--- src/hdc_pkg.sv ---
package hdc_pkg;

    // ========================================
    // widths with a meaning
    // ========================================

    // one generator word, also one bus data word
    typedef logic [31:0] word_t;

    // item number, 65536 items max
    typedef logic [15:0] item_idx_t;

    // word address from bus bits 11:2
    typedef logic [9:0] reg_addr_t;

    // AXI-Lite slave FSM
    typedef enum logic [2:0] {
        idle,
        aw_wait,
        w_wait,
        write_resp,
        read_fetch,
        read_resp
    } axil_state_e;

    // xorshift32 start state, reloaded for every run
    localparam word_t XORSHIFT_SEED = 32'h92d68ca2;

    // ========================================
    // register map, word addresses
    // ========================================

    // bit 0 gen (self clearing), bit 1 hv_valid (read only)
    localparam reg_addr_t CTRL_ADDR     = 10'd0;
    // low 16 bits hold the target item
    localparam reg_addr_t ITEM_NUM_ADDR = 10'd1;
    // byte 0x100, hypervector word i at base + i
    localparam reg_addr_t HV_BASE_ADDR  = 10'd64;

endpackage

--- src/hv_word_if.sv ---
`timescale 1ns/100ps

// word stream from the generator to the capture buffer
// no back-pressure, every valid word is taken
interface hv_word_if;

    // one-cycle strobe per word
    logic               valid;
    hdc_pkg::word_t     word;
    // item the word belongs to
    hdc_pkg::item_idx_t item;
    // final word of an item
    logic               last;

    modport producer (output valid, output word, output item, output last);

    modport buffer (input valid, input word, input item, input last);

endinterface

--- src/item_memory_gen.sv ---
`timescale 1ns/100ps

module item_memory_gen #(
    parameter int HV_WORDS = 4
) (
    input  logic        AXIS_ACLK,
    input  logic        S_AXI_ARESETN,
    input  logic        gen,
    hv_word_if.producer hv_port
);

    // word counter needs at least one bit, even for HV_WORDS 1
    localparam int               CNT_W     = (HV_WORDS > 1) ? $clog2(HV_WORDS) : 1;
    localparam logic [CNT_W-1:0] LAST_WORD = CNT_W'(HV_WORDS - 1);

    hdc_pkg::word_t     rng_q;
    hdc_pkg::word_t     rng_next;
    logic [CNT_W-1:0]   word_cnt;
    hdc_pkg::item_idx_t item_cnt;
    logic               word_wrap;

    // one xorshift32 step: left 13, right 17, left 5
    function automatic hdc_pkg::word_t xorshift32(input hdc_pkg::word_t x);
        hdc_pkg::word_t y;
        y = x ^ (x << 13);
        y = y ^ (y >> 17);
        y = y ^ (y << 5);
        return y;
    endfunction

    assign rng_next  = xorshift32(rng_q);
    assign word_wrap = (word_cnt == LAST_WORD);

    // ========================================
    // state and counters
    // ========================================

    // held at seed and zero while gen is low
    always_ff @(posedge AXIS_ACLK) begin
        if (!S_AXI_ARESETN || !gen) begin
            rng_q    <= hdc_pkg::XORSHIFT_SEED;
            word_cnt <= '0;
            item_cnt <= '0;
        end else begin
            rng_q <= rng_next;
            // item advances when its last word goes out
            if (word_wrap) begin
                word_cnt <= '0;
                item_cnt <= item_cnt + 16'd1;
            end else begin
                word_cnt <= word_cnt + CNT_W'(1);
            end
        end
    end

    // ========================================
    // stream outputs
    // ========================================

    // one word per cycle while gen is high
    always_ff @(posedge AXIS_ACLK) begin
        if (!S_AXI_ARESETN || !gen) begin
            hv_port.valid <= 1'b0;
        end else begin
            hv_port.valid <= 1'b1;
        end
    end

    // payload, qualified by valid
    always_ff @(posedge AXIS_ACLK) begin
        hv_port.word <= rng_next;
        hv_port.item <= item_cnt;
        hv_port.last <= word_wrap;
    end

endmodule

--- src/hv_capture_buffer.sv ---
`timescale 1ns/100ps

module hv_capture_buffer #(
    parameter int HV_WORDS = 4
) (
    input  logic                          AXIS_ACLK,
    input  logic                          S_AXI_ARESETN,
    hv_word_if.buffer                     hv_port,
    input  hdc_pkg::item_idx_t            target_item,
    output logic                          capture_done,
    output logic                          hv_valid,
    output hdc_pkg::word_t [HV_WORDS-1:0] hv_data
);

    // assembly register, first word of an item ends at index 0
    hdc_pkg::word_t [HV_WORDS-1:0] asm_q;
    hdc_pkg::word_t [HV_WORDS-1:0] asm_next;
    // target's last word on the bus
    logic                          hit;

    // shift down, new word enters at the top
    always_comb begin
        for (int i = 0; i < HV_WORDS - 1; i++) begin
            asm_next[i] = asm_q[i + 1];
        end
        asm_next[HV_WORDS-1] = hv_port.word;
    end

    assign hit = hv_port.valid && hv_port.last && (hv_port.item == target_item);

    always_ff @(posedge AXIS_ACLK) begin
        if (hv_port.valid) begin
            asm_q <= asm_next;
        end
    end

    // ========================================
    // held hypervector
    // ========================================

    // survives later runs, only reset clears it
    always_ff @(posedge AXIS_ACLK) begin
        if (!S_AXI_ARESETN) begin
            hv_data      <= '0;
            hv_valid     <= 1'b0;
            capture_done <= 1'b0;
        end else begin
            // pulse for one cycle after the last word
            capture_done <= hit;
            if (hit) begin
                hv_data  <= asm_next;
                hv_valid <= 1'b1;
            end
        end
    end

endmodule

--- src/axil_reg_slave.sv ---
`timescale 1ns/100ps

module axil_reg_slave #(
    parameter int HV_WORDS = 4
) (
    input  logic                          AXIS_ACLK,
    input  logic                          S_AXI_ARESETN,
    // write address
    input  logic [31:0]                   awaddr,
    input  logic                          awvalid,
    output logic                          awready,
    // write data
    input  hdc_pkg::word_t                wdata,
    input  logic                          wvalid,
    output logic                          wready,
    // write response
    output logic                          bvalid,
    input  logic                          bready,
    // read address
    input  logic [31:0]                   araddr,
    input  logic                          arvalid,
    output logic                          arready,
    // read data
    output hdc_pkg::word_t                rdata,
    output logic                          rvalid,
    input  logic                          rready,
    // towards generator and buffer
    output logic                          gen,
    output hdc_pkg::item_idx_t            target_item,
    input  logic                          capture_done,
    input  logic                          hv_valid,
    input  hdc_pkg::word_t [HV_WORDS-1:0] hv_data
);

    hdc_pkg::axil_state_e state;
    hdc_pkg::reg_addr_t   write_addr;
    hdc_pkg::reg_addr_t   read_addr;
    hdc_pkg::word_t       write_data;
    // both halves of a write in hand
    logic                 enter_wr;
    // first cycle of write_resp, register update
    logic                 wr_commit;

    // ========================================
    // handshake outputs
    // ========================================

    assign awready = (state == hdc_pkg::idle) || (state == hdc_pkg::w_wait);
    assign wready  = (state == hdc_pkg::idle) || (state == hdc_pkg::aw_wait);
    // writes win in idle, so AR is only ready without one
    assign arready = (state == hdc_pkg::idle) && !awvalid && !wvalid;
    assign bvalid  = (state == hdc_pkg::write_resp);
    assign rvalid  = (state == hdc_pkg::read_resp);

    assign enter_wr = ((state == hdc_pkg::idle) && awvalid && wvalid)
                   || ((state == hdc_pkg::aw_wait) && wvalid)
                   || ((state == hdc_pkg::w_wait) && awvalid);

    // ========================================
    // slave FSM
    // ========================================

    always_ff @(posedge AXIS_ACLK) begin
        if (!S_AXI_ARESETN) begin
            state     <= hdc_pkg::idle;
            wr_commit <= 1'b0;
        end else begin
            wr_commit <= enter_wr;
            case (state)
                hdc_pkg::idle: begin
                    if (awvalid && wvalid) begin
                        state <= hdc_pkg::write_resp;
                    end else if (awvalid) begin
                        state <= hdc_pkg::aw_wait;
                    end else if (wvalid) begin
                        state <= hdc_pkg::w_wait;
                    end else if (arvalid) begin
                        state <= hdc_pkg::read_fetch;
                    end
                end
                // address first, wait for data
                hdc_pkg::aw_wait: begin
                    if (wvalid) begin
                        state <= hdc_pkg::write_resp;
                    end
                end
                // data first, wait for address
                hdc_pkg::w_wait: begin
                    if (awvalid) begin
                        state <= hdc_pkg::write_resp;
                    end
                end
                hdc_pkg::write_resp: begin
                    if (bready) begin
                        state <= hdc_pkg::idle;
                    end
                end
                hdc_pkg::read_fetch: begin
                    state <= hdc_pkg::read_resp;
                end
                hdc_pkg::read_resp: begin
                    if (rready) begin
                        state <= hdc_pkg::idle;
                    end
                end
                default: begin
                    state <= hdc_pkg::idle;
                end
            endcase
        end
    end

    // address and data latched on their handshakes
    always_ff @(posedge AXIS_ACLK) begin
        if (awready && awvalid) begin
            write_addr <= awaddr[11:2];
        end
        if (wready && wvalid) begin
            write_data <= wdata;
        end
        if (arready && arvalid) begin
            read_addr <= araddr[11:2];
        end
    end

    // ========================================
    // register write
    // ========================================

    // a new start wins over a capture in the same cycle
    always_ff @(posedge AXIS_ACLK) begin
        if (!S_AXI_ARESETN) begin
            gen         <= 1'b0;
            target_item <= '0;
        end else begin
            if (wr_commit && (write_addr == hdc_pkg::CTRL_ADDR) && write_data[0]) begin
                gen <= 1'b1;
            end else if (capture_done) begin
                gen <= 1'b0;
            end
            if (wr_commit && (write_addr == hdc_pkg::ITEM_NUM_ADDR)) begin
                target_item <= write_data[15:0];
            end
        end
    end

    // ========================================
    // register read
    // ========================================

    // fetched one cycle before RVALID, unmapped reads give zero
    always_ff @(posedge AXIS_ACLK) begin
        if (state == hdc_pkg::read_fetch) begin
            rdata <= '0;
            case (read_addr)
                hdc_pkg::CTRL_ADDR: begin
                    rdata <= {30'd0, hv_valid, gen};
                end
                hdc_pkg::ITEM_NUM_ADDR: begin
                    rdata <= {16'd0, target_item};
                end
                default: begin
                    // hypervector window
                    for (int i = 0; i < HV_WORDS; i++) begin
                        if (read_addr == hdc_pkg::HV_BASE_ADDR + hdc_pkg::reg_addr_t'(i)) begin
                            rdata <= hv_data[i];
                        end
                    end
                end
            endcase
        end
    end

endmodule

--- src/hdc_item_memory_top.sv ---
`timescale 1ns/100ps

module hdc_item_memory_top #(
    parameter int HV_WORDS = 4
) (
    input  logic        AXIS_ACLK,
    input  logic        S_AXI_ARESETN,
    // AXI-Lite slave
    input  logic [31:0] S_AXI_AWADDR,
    input  logic        S_AXI_AWVALID,
    output logic        S_AXI_AWREADY,
    input  logic [31:0] S_AXI_WDATA,
    input  logic        S_AXI_WVALID,
    output logic        S_AXI_WREADY,
    output logic [1:0]  S_AXI_BRESP,
    output logic        S_AXI_BVALID,
    input  logic        S_AXI_BREADY,
    input  logic [31:0] S_AXI_ARADDR,
    input  logic        S_AXI_ARVALID,
    output logic        S_AXI_ARREADY,
    output logic [31:0] S_AXI_RDATA,
    output logic [1:0]  S_AXI_RRESP,
    output logic        S_AXI_RVALID,
    input  logic        S_AXI_RREADY
);

    // ========================================
    // internal wiring
    // ========================================

    hv_word_if hv_bus ();

    logic                          gen;
    hdc_pkg::item_idx_t            target_item;
    logic                          capture_done;
    logic                          hv_valid;
    hdc_pkg::word_t [HV_WORDS-1:0] hv_data;

    // always OKAY
    assign S_AXI_BRESP = 2'b00;
    assign S_AXI_RRESP = 2'b00;

    // producer, xorshift32 words
    item_memory_gen #(
        .HV_WORDS (HV_WORDS)
    ) item_memory_gen_i (
        .AXIS_ACLK     (AXIS_ACLK),
        .S_AXI_ARESETN (S_AXI_ARESETN),
        .gen           (gen),
        .hv_port       (hv_bus.producer)
    );

    // buffer, holds the target hypervector
    hv_capture_buffer #(
        .HV_WORDS (HV_WORDS)
    ) hv_capture_buffer_i (
        .AXIS_ACLK     (AXIS_ACLK),
        .S_AXI_ARESETN (S_AXI_ARESETN),
        .hv_port       (hv_bus.buffer),
        .target_item   (target_item),
        .capture_done  (capture_done),
        .hv_valid      (hv_valid),
        .hv_data       (hv_data)
    );

    // consumer, register file on the bus
    axil_reg_slave #(
        .HV_WORDS (HV_WORDS)
    ) axil_reg_slave_i (
        .AXIS_ACLK     (AXIS_ACLK),
        .S_AXI_ARESETN (S_AXI_ARESETN),
        .awaddr        (S_AXI_AWADDR),
        .awvalid       (S_AXI_AWVALID),
        .awready       (S_AXI_AWREADY),
        .wdata         (S_AXI_WDATA),
        .wvalid        (S_AXI_WVALID),
        .wready        (S_AXI_WREADY),
        .bvalid        (S_AXI_BVALID),
        .bready        (S_AXI_BREADY),
        .araddr        (S_AXI_ARADDR),
        .arvalid       (S_AXI_ARVALID),
        .arready       (S_AXI_ARREADY),
        .rdata         (S_AXI_RDATA),
        .rvalid        (S_AXI_RVALID),
        .rready        (S_AXI_RREADY),
        .gen           (gen),
        .target_item   (target_item),
        .capture_done  (capture_done),
        .hv_valid      (hv_valid),
        .hv_data       (hv_data)
    );

endmodule

--- config.mk ---
export PLATFORM = sky130hd
export DESIGN_NAME = hdc_item_memory_top
export DESIGN_NICKNAME = d
export VERILOG_FILES = /design/src/hdc_pkg.sv /design/src/hv_word_if.sv /design/src/item_memory_gen.sv /design/src/hv_capture_buffer.sv /design/src/axil_reg_slave.sv /design/src/hdc_item_memory_top.sv
export SDC_FILE = /design/constraint.sdc
export NUM_CORES = 1
export LEC_CHECK = 0
export ABC_AREA = 1
export BUFFER_PORTS_ARGS = -buffer_cell sky130_fd_sc_hd__buf_4
export CAP_MARGIN = 30
export CORE_ASPECT_RATIO = 1.2
export CORE_UTILIZATION = 54
export CTS_CLUSTER_SIZE = 24
export DETAILED_ROUTE_END_ITERATION = 12
export PLACE_DENSITY = 0.76
export SETUP_SLACK_MARGIN = 0.2
export SLEW_MARGIN = 20
export SYNTH_ARGS = -nofsm -noshare
export SYNTH_HDL_FRONTEND = slang
export SYNTH_SLANG_ARGS = --single-unit
--- constraint.sdc ---
create_clock -name AXIS_ACLK -period 3.4 [get_ports AXIS_ACLK]
set_input_delay 0.34 -clock AXIS_ACLK [delete_from_list [all_inputs] [get_ports AXIS_ACLK]]
set_output_delay 0.34 -clock AXIS_ACLK [all_outputs]
set_load 0.01 [all_outputs]
### Yosys cells after proc, flatten, opt, wreduce, memory -nomap -nowiden

Cells that the tools add are included.

* reduce and logical (&&, ||, !) cells: 30
* equality and inequality tests: 18
* add/subtract/negate cells: 2
* bitwise logic cells: 3
* mux-type cells: 17

Operators by type and width (number)
* 32-bit two-way mux: 4
* 32-bit case mux with 2 select lines: 1
* 32-bit XOR: 2
* 10-bit by 7-bit equality test with 1-bit output, second input constant: 4
* 32-bit by 15-bit XOR with 32-bit output: 1
* 3-bit two-way mux: 8
* 10-bit by 1-bit equality test with 1-bit output, second input constant: 2
* 10-bit logical NOT: 2
* 3-bit case mux with 6 select lines: 1
* 16-bit by 1-bit adder with 16-bit output, second input constant: 1
* 16-bit equality test: 1
* 1-bit logical AND: 15
* 3-bit by 2-bit equality test with 1-bit output, second input constant: 2
* 3-bit equality test, second input constant: 2
* 1-bit logical OR: 5
* 5-bit inequality test, second input constant: 1
* 5-bit AND reduction: 1
* 1-bit logical NOT: 4
* 2-bit by 1-bit inequality test with 1-bit output, second input constant: 2
* 2-bit inequality test, second input constant: 2
* 3-bit by 1-bit equality test with 1-bit output, second input constant: 1
* 3-bit logical NOT: 1
* 1-bit two-way mux: 3
* 2-bit by 1-bit adder with 2-bit output, second input constant: 1
* other kinds (3): 3

* input bits: 103
* bits in registers: 415
* word-level logic and storage cells: 94
* output and inout bits: 41

### Logic depth before layout (Yosys ltp)

Gate-level depths: netlist of run 1.

* depth in word-level cells: 6
* gate-level depth with buffers: 11
* gate-level depth less buffers: 10

### Modules after synthesis

From an unflattened synthesis of run 1, not the netlist that was laid out.

* cell total of the unflattened synthesis: 2262
* area, all modules: 18052.3 µm²

By module, submodules not included
* hv_capture_buffer: area an instance 9870.7 µm², instances 1, cells each 1264, seq. area each 5485.3 µm²
* axil_reg_slave: area an instance 4493.1 µm², instances 1, cells each 527, seq. area each 2462.4 µm²
* item_memory_gen: area an instance 3654.8 µm², instances 1, cells each 466, seq. area each 2001.9 µm²
* hdc_item_memory_top: area an instance 33.8 µm², instances 1, cells each 5, seq. area each 0.0 µm²

### Worst setup path before layout of run 1

No wires, ideal clock.

* path kind: register to register
* from: register item_memory_gen_i.hv_port.valid
* to: register hv_capture_buffer_i.hv_data[100] (netlist bit)
* stages on the path, launching flop included: 10
* path slack: -0.135 ns
* library setup time: 0.115 ns
* data required time: 3.285 ns
* buffers on the path: 2
* data arrival time: 3.420 ns
* period minus slack after synthesis: 3.535 ns
* path through: dfxtp_1 -> inv_1 -> nor2_1 -> nand3_1 -> nor2_4 -> buf_4 -> buf_4 -> nand3_1 -> nand2_1 -> nor2_1

* word-level cells in the longest chain between the ends: 2

Ends and longest elaborated chain
* start: declaration: RTL line hv_word_if.sv:15 `modport producer (output valid, output word, output item, output last);`
* start signal: assignment: RTL line item_memory_gen.sv:63 `hv_port.valid <= 1'b0;`
* start signal: assignment: RTL line item_memory_gen.sv:65 `hv_port.valid <= 1'b1;`
* 1-bit logical AND (2 in a row): RTL line hv_capture_buffer.sv:29 `assign hit = hv_port.valid && hv_port.last && (hv_port.item == target_item);`
* end signal: assignment: RTL line hv_capture_buffer.sv:51 `hv_data <= asm_next;`
* end: declaration: RTL line hv_capture_buffer.sv:12 `output hdc_pkg::word_t [HV_WORDS-1:0] hv_data`

No other way between the ends.
A chain may end at the register's enable or synchronous reset.

### Final worst setup path of run 1

* from: register axil_reg_slave_i.read_addr[3]
* to: register axil_reg_slave_i.rdata[25] (data pin)

* word-level cells in the longest chain between the ends: 6
* elaborated cells on any way between the ends: 11
* those cells by class: eq/ne (5); mux (5); reduce/logical (1)

Ends and longest elaborated chain
* start: declaration: RTL line axil_reg_slave.sv:37 `hdc_pkg::reg_addr_t read_addr;`
* start signal: assignment: RTL line axil_reg_slave.sv:122 `read_addr <= araddr[11:2];`
* 10-bit by 7-bit equality test with 1-bit output: RTL line axil_reg_slave.sv:165 `if (read_addr == hdc_pkg::HV_BASE_ADDR + hdc_pkg::reg_addr_t'(i)) begin`
* 32-bit two-way mux (4 in a row): RTL line axil_reg_slave.sv:165
* 32-bit case mux with 2 select lines (*): RTL line axil_reg_slave.sv:155 `case (read_addr)`
* end signal: assignment: RTL line axil_reg_slave.sv:157 `rdata <= {30'd0, hv_valid, gen};`
* end signal: assignment: RTL line axil_reg_slave.sv:160 `rdata <= {16'd0, target_item};`
* end signal: assignment: RTL line axil_reg_slave.sv:166 `rdata <= hv_data[i];`
* end: declaration: RTL line axil_reg_slave.sv:24 `output hdc_pkg::word_t rdata,`

Mark *: on every way between the ends. The rest lies on a longest branch, timed or not.

==> results.md, run 1 <==
* Worst min path class: in -> reg
* Row count at 70
* Fin Hold WS at 0.182 ns
* Clk buf depth at 3
* CP Max Fanout at 16
* Post-Place Worst Slack at 1.14 ns
* Vias in the first global route at 12.1k
* Final setup fails at 0
* Final setup skew at 0.0109 ns
* # DRC at 0
* RSZ-0062 raised after global routing: false
* # IOs at 144
* R2r worst-path depth at 10
* CP endpoint kind: flop
* Setup ws final at 1.11 ns
* Die area at 31800 µm²
* Overall Power at 10.4 mW
* Gr usage total at 23.6%
* Core area at 30500 µm²
* Clock sink count at 415
* Worst endpoint required time at 3.67 ns
* Instance count of the mapped netlist at 1893
* Fin nets at 2073
* Synth warnings at 0
* Final Hold Fails at 0
* Asr flop ratio synth at 0%
* CP max-delay cell: edfxtp_1
* P_int at 8.13 mW
* Worst Tran Pin Value at 0.879 ns
* Setup_tns at 0 ns
* Clock Latency Late Sink at 0.53 ns
* Reg clk slew, reported paths at 0.06 ns
* P_leak at 7.94 nW
* Final GP Congestion at 0.877
* Post-DP HPWL at 22000 µm
* Pin count of the biggest net entering global routing at 164
* Chip width at 163 µm
* Kind of start point of the critical path: flop
* Worst slew margin at 41.4%
* Final Cell Area at 19200 µm²
* Share of power burned in registers at 51.7%
* Peak VDD IR at 0.000367 V
* Status: finished, final reports clean
* Gr ovfl total at 0
* Sw Pwr at 2.27 mW
* Clock Tree Root: clkbuf_16
* Top_reg_cell synth: dfxtp_1
* Global-route wire length before repair at 59800 µm
* Number of setup buffers added after CTS at 0
* Initial antenna violation count at 2
* Cells along the critical path: nor2_1 -> nand2_1 -> nor3_4 -> buf_4 -> nand2_2 -> buf_4 -> inv_2 -> nand2_1 -> nand2_1 -> a21oi_1
* Hold path depth at 4
* DR WL/cell at 15.4 µm
* Post-route insts no fill at 2399
* Largest stage delay on the critical path at 0.39 ns
* Post-route ant nets at 0
* Flops & latches, synth at 415
* Pre-antenna DRT Iters at 7
* Fin util at 63.2%
* Peak Freq at 0.437 GHz
* Seq/Total Area, Yosys at 59.3%
* Die height at 195 µm
* Vias per Instance at 5.19
* CTS buffer count at 41
* TritonCTS clock tree: done
* Critical path type: reg -> reg
* EDFF count, synth at 164
* # Max-Cap Violations at 0
* Crit path DAT at 2.56 ns
* Crit path time final at 2.29 ns
* Starting Density at 55.0%
* Final worst-path cycle share at 67.3%
* Share of layout cells above drive strength 1 at 9.90%
* Htree depth at 2
* Placed insts at 2285
* # port buffers at 79
* Slew Limit Fails at 0
* Combinational fraction of design power at 5.0%
* Clock power share at 43.3%
* Pwr Density at 540 nW/µm²
* Via count at 12.5k
* Drt initial violations at 1040
* Syn Area/Cell at 8.86 µm²
* Post-synth cell types at 37
* Synthesized area at 16800 µm²
* Sw Share at 21.8%
* DRT Wirelength at 37000 µm
* Area Overhead vs Synth at 14.8%
* Dpl cell area at 17500 µm²
* Most common cell on crit path: nand2_1
cells in the mapped netlist (28+ instances only):
library cell  instances  area [µm²]
edfxtp_1            164        4920
xor2_1               30         263
dfxtp_1             251        5020
xnor2_1              28         245
nand3_1             208        1040
nand2_1             344        1290
nor2_1              213         800
o21ai_0              57         285
a21oi_1             179         896
buf_4                54         405
clkbuf_1             29         109
inv_1               225         845
worst max-delay path, delay by kind of cell (launching register included):
kind / cells / cell delay [ns]
buf+inv: 3 / 0.79
simple gates: 6 / 0.77
flops: 1 / 0.39
compound gates: 1 / 0.06
state kept, by name, indices dropped and copies added, names as in the netlist, 2 cells and up:
name / cells
hv_capture_buffer_i.hv_data: 128
hv_capture_buffer_i.asm_next: 96
axil_reg_slave_i.rdata: 32
item_memory_gen_i.hv_port.word: 32
item_memory_gen_i.rng_q: 32
axil_reg_slave_i.target_item: 16
axil_reg_slave_i.write_data: 16
item_memory_gen_i.hv_port.item: 16
item_memory_gen_i.item_cnt: 16
axil_reg_slave_i.read_addr: 10
axil_reg_slave_i.write_addr: 10
axil_reg_slave_i.state: 3
item_memory_gen_i.word_cnt: 2
cells by family after synthesis:
logic type	after synthesis	share of synthesized area, %
flops	415	59.3
buf+inv	346	9.13
simple gates	814	20.6
fa+ha+maj	2	0.149
other cells	1	0.0224
xor+xnor	58	3.03
compound gates	257	7.77
power groups by stage:
stage / Sequential, mW / Combinational (mW) / Clock (mW)
2_1_floorplan: 5.47 / 0.255 / 0
4_1_cts: 5.36 / 0.509 / 4.56
5_1_grt: 5.38 / 0.571 / 4.77
3_5_place_dp: 5.47 / 0.474 / 0
3_3_place_gp: 5.47 / 0.458 / 0
6_report: 5.37 / 0.525 / 4.50
cells in the final DEF, fill, tap and decap left out, drive strengths merged, types with 2 or more instances in the layout:
| cell type | netlist | layout |
|---|---|---|
| o21ai | 72 | 72 |
| buf | 82 | 104 |
| nand4 | 12 | 12 |
| nor3 | 15 | 15 |
| edfxtp | 164 | 164 |
| nand3b | 3 | 3 |
| nor2 | 219 | 219 |
| nand2 | 345 | 345 |
| diode | 0 | 2 |
| dlygate4sd3 | 0 | 36 |
| inv | 234 | 236 |
| xnor2 | 28 | 28 |
| clkinv | 1 | 12 |
| nand3 | 208 | 208 |
| or2 | 8 | 8 |
| dfxtp | 251 | 251 |
| clkbuf | 29 | 62 |
| conb | 1 | 4 |
| xor2 | 30 | 30 |
| a211oi | 2 | 2 |
| ha | 2 | 2 |
| and2 | 2 | 2 |
| a21oi | 179 | 179 |
metal layers:
metal  vias to the layer above  GRT usage, %  routed length (µm)
li1                       6244             -                   -
met1                      5788          28.7               15500
met2                       328          41.1               18400
met3                        95          3.50                1720
met4                         0          10.5                1430
met5                         -             0                   0
path summary, 6_finish.rpt:
kind	from	endpoint	slack, ns
max	axil_reg_slave_i.read_addr[3]$_DFFE_PP_	axil_reg_slave_i.rdata[25]$_DFFE_PP_	1.11
min	S_AXI_RREADY	axil_reg_slave_i.state[2]$_SDFFE_PN0P_	0.18
max reg2reg	axil_reg_slave_i.read_addr[3]$_DFFE_PP_	axil_reg_slave_i.rdata[25]$_DFFE_PP_	1.11
min reg2reg	item_memory_gen_i.item_cnt[12]$_SDFFE_PN0P_	item_memory_gen_i.hv_port.item[12]$_DFF_P_	0.37
area by class of cell:
type,instances,area (µm²)
fillers,2473,11200
multi-input cells,1135,5320
well taps,396,495
diodes,2,5.00
inverters,235,882
clock buffers,62,1280
clock inverters,14,82.6
repair buffers,140,1230
flip-flops and latches,415,9950
repair_timing:
item | 4_1_cts | 5_1_grt
hold buffers | 36 | 0
endpoints found under the hold margin | 36 | 0
resized for setup | 0 | 0
Power figures use the tool's default switching activity.
==> inputs of run 2 (changes only) <==
ABC_AREA = 0   (was 1)
CORE_UTILIZATION = 53   (was 54)
PLACE_DENSITY = 0.75   (was 0.76)
clock period = 2.1 ns   (was 3.4 ns; I/O delays follow)
==> run 2 against run 1 <==
Net effect:
- first-iteration DRC count is 5.4% lower
- critical path depth is 3 lower
- final cell count is 24% lower
- final area is 5.2% lower
- clock skew is 0.0088 ns higher
- flip-flop and latch count stayed put
- sequential power is 58% higher
- combinational power is 20% lower
- register-to-register slack worse by 0.94 ns
- routed wire length is 2.6% lower
- utilization is 1.8 points higher
- global-route usage is 0.34 points lower
==> results.md, run 2 <==
* Status: finished, final reports clean
* Final setup fails at 0
* CP Max Fanout at 16
* Pin count of the biggest net entering global routing at 130
* Pre-antenna DRT Iters at 5
* Clock sink count at 415
* Synth area leader: dfxtp_1
* Row count at 67
* Die area at 29400 µm²
* Vias per Instance at 5.80
* Final setup skew at 0.0197 ns
* # DRC at 0
* Top_reg_cell synth: dfxtp_1
* Fillcell total at 2008
* Post-DP HPWL at 18500 µm
* Clk buf depth at 3
* Area Overhead vs Synth at 20.0%
* Chip width at 157 µm
* Largest Register: hv_capture_buffer_i.hv_data
* Gr ovfl total at 0
* Asr flop ratio synth at 0%
* Initial antenna violation count at 0
* Share of layout cells above drive strength 1 at 16.2%
* Synth warnings at 0
* Clock Latency Late Sink at 0.53 ns
* CTS buffer count at 39
* Gr usage total at 23.3%
* Fin util at 65.0%
* Starting Density at 54.1%
* Reg clk slew, reported paths at 0.06 ns
* Synth top area share at 33.1%
* Fin nets at 1522
* EDFF count, synth at 164
* Slew Limit Fails at 0
* Drt initial violations at 984
* N_diodes at 0
* Htree depth at 2
* Post-synth cell types at 44
* Seq/Total Area, Yosys at 65.5%
* Multi-input gate area at 4850 µm²
* Worst min path class: in -> reg
* Synthesized area at 15200 µm²
* Instance count of the mapped netlist at 1317
* Max reg flops at 128
* Most instantiated cells after synthesis: dfxtp_1 (251), edfxtp_1 (164), o21ai_0 (142)
* Pwr Density at 877 nW/µm²
* Kind of start point of the critical path: flop
* # Max-Cap Violations at 0
* Flops & latches, synth at 415
* Worst Tran Pin Value at 0.628 ns
* DRT Wirelength at 36100 µm
* Register area at 9960 µm²
* Post-route ant nets at 0
* # port buffers at 79
* Crit path time final at 1.93 ns
* Final worst-path cycle share at 91.9%
* Core area at 28100 µm²
* P_leak at 6.63 nW
* Critical path type: reg -> reg
* Worst endpoint required time at 2.51 ns
* Setup_tns at 0 ns
* Via count at 10.6k
* # IOs at 144
* CP endpoint kind: flop
* Most frequent cells in the layout: dfxtp_1 (246), edfxtp_1 (164), nand3_1 (137), a21oi_1 (134), buf_4 (97)
* Final GP Congestion at 0.799
* Peak VDD IR at 0.000665 V
* Global-route wire length before repair at 54300 µm
* Most common cell in the synthesized netlist: dfxtp_1
* Syn Area/Cell at 11.5 µm²
* Ranking of synthesized cells by area: dfxtp_1 (33%), edfxtp_1 (32%), o21ai_0 (4.7%)
* TritonCTS clock tree: done
* Worst slew margin at 58.2%
* Clock Tree Root: clkbuf_16
* Commonest non-fill, non-tap cell in the layout: dfxtp_1
* RSZ-0062 raised after global routing: true
* Crit path DAT at 2.34 ns
* Peak Freq at 0.518 GHz
* DR WL/cell at 19.7 µm
* Die height at 188 µm
* Vias in the first global route at 10.3k
* Final Hold Fails at 0
## run 2: cell count changes after synthesis, moves of 24 or more
cell      delta
xnor2_1     +24
inv_1      -216
clkbuf_1    +35
o21ai_0     +85
nand2_1    -318
buf_4       -49
nor2_1     -149
a21oi_1     -45
nand3_1     -70
## run 2: report_power, final
part / internal [mW] / total, mW / switching, mW
registers: 8.41 / 8.46 / 0.0489
clock network: 4.18 / 7.12 / 2.94
logic: 0.193 / 0.418 / 0.225
## run 2: logic make-up (layout without fill, tap and decap cells)
group                      after synthesis  in the layout  share of synthesized area, %
adders and majority gates                2              2                         0.165
xor gates and xnor gates                93             93                          5.36
other                                    1              4                        0.0247
muxes                                   39             39                          2.72
DFF                                    415            415                          65.5
AOI/OAI and AO/OA                      331            331                          11.9
and+or+nand+nor                        322            323                          10.6
buffers and inverters                  114            240                          3.70
## run 2: per-stage QoR
stage	area [µm²]	total power [mW]	hold slack (ns)	instances	worst slack (ns)
after floorplan	15200	8.81	0.309	1320	0.0686
after global placement	16200	8.98	0.355	1700	0.211
after detailed placement	16200	8.99	0.359	1700	0.111
after CTS	17900	16.1	0.00743	1809	0.164
after global routing	18200	16.4	0.0323	1826	0.0307
final	18200	16.0	0.0367	1826	0.170
## run 2: critical path, stage by stage (launching register included)
cell	delay (ns)
dfxtp_2	0.34
xor2_1	0.19
nor4_4	0.35
nand4_1	0.23
buf_6	0.24
clkbuf_16	0.21
o21ai_0	0.16
a21oi_1	0.09
## run 2: cell type report
type	count	area share (%)
timing repair buffer	160	8.92
tap	379	2.60
sequential	415	54.6
multi-input combinational	792	26.6
inverter	9	0.199
clock buffer	60	6.53
clock inverter	11	0.604
## run 2: routing by layer
metal  vias to the layer above  wire length, µm  global-route usage [%]
met5                         -                0                       0
met1                      5176            14500                    31.0
met4                         0             1040                    8.07
met3                        67             2400                    3.54
li1                       4920                -                       -
met2                       429            18100                    38.5
## run 2: worst paths after layout
check                                                     start                                      endpoint  slack [ns]  cells after the start
hold / removal                                     S_AXI_BREADY        axil_reg_slave_i.state[0]$_SDFFE_PN0P_        0.04                      3
setup reg to reg  axil_reg_slave_i.target_item[13]$_SDFFE_PN0P_  hv_capture_buffer_i.hv_data[15]$_SDFFE_PN0P_        0.17                      7
setup / recovery  axil_reg_slave_i.target_item[13]$_SDFFE_PN0P_  hv_capture_buffer_i.hv_data[15]$_SDFFE_PN0P_        0.17                      7
hold reg to reg     item_memory_gen_i.item_cnt[15]$_SDFFE_PN0P_    item_memory_gen_i.hv_port.item[15]$_DFF_P_        0.36                      0
## run 2: timing repair
item | 4_1_cts | 5_1_grt
hold buffers | 38 | 0
cloned | 0 | 11
hold endpoints to repair | 39 | 0
pin swaps | 0 | 4
setup endpoints to repair | 126 | 127
buffers inserted | 0 | 6
gates resized for setup | 2 | 103
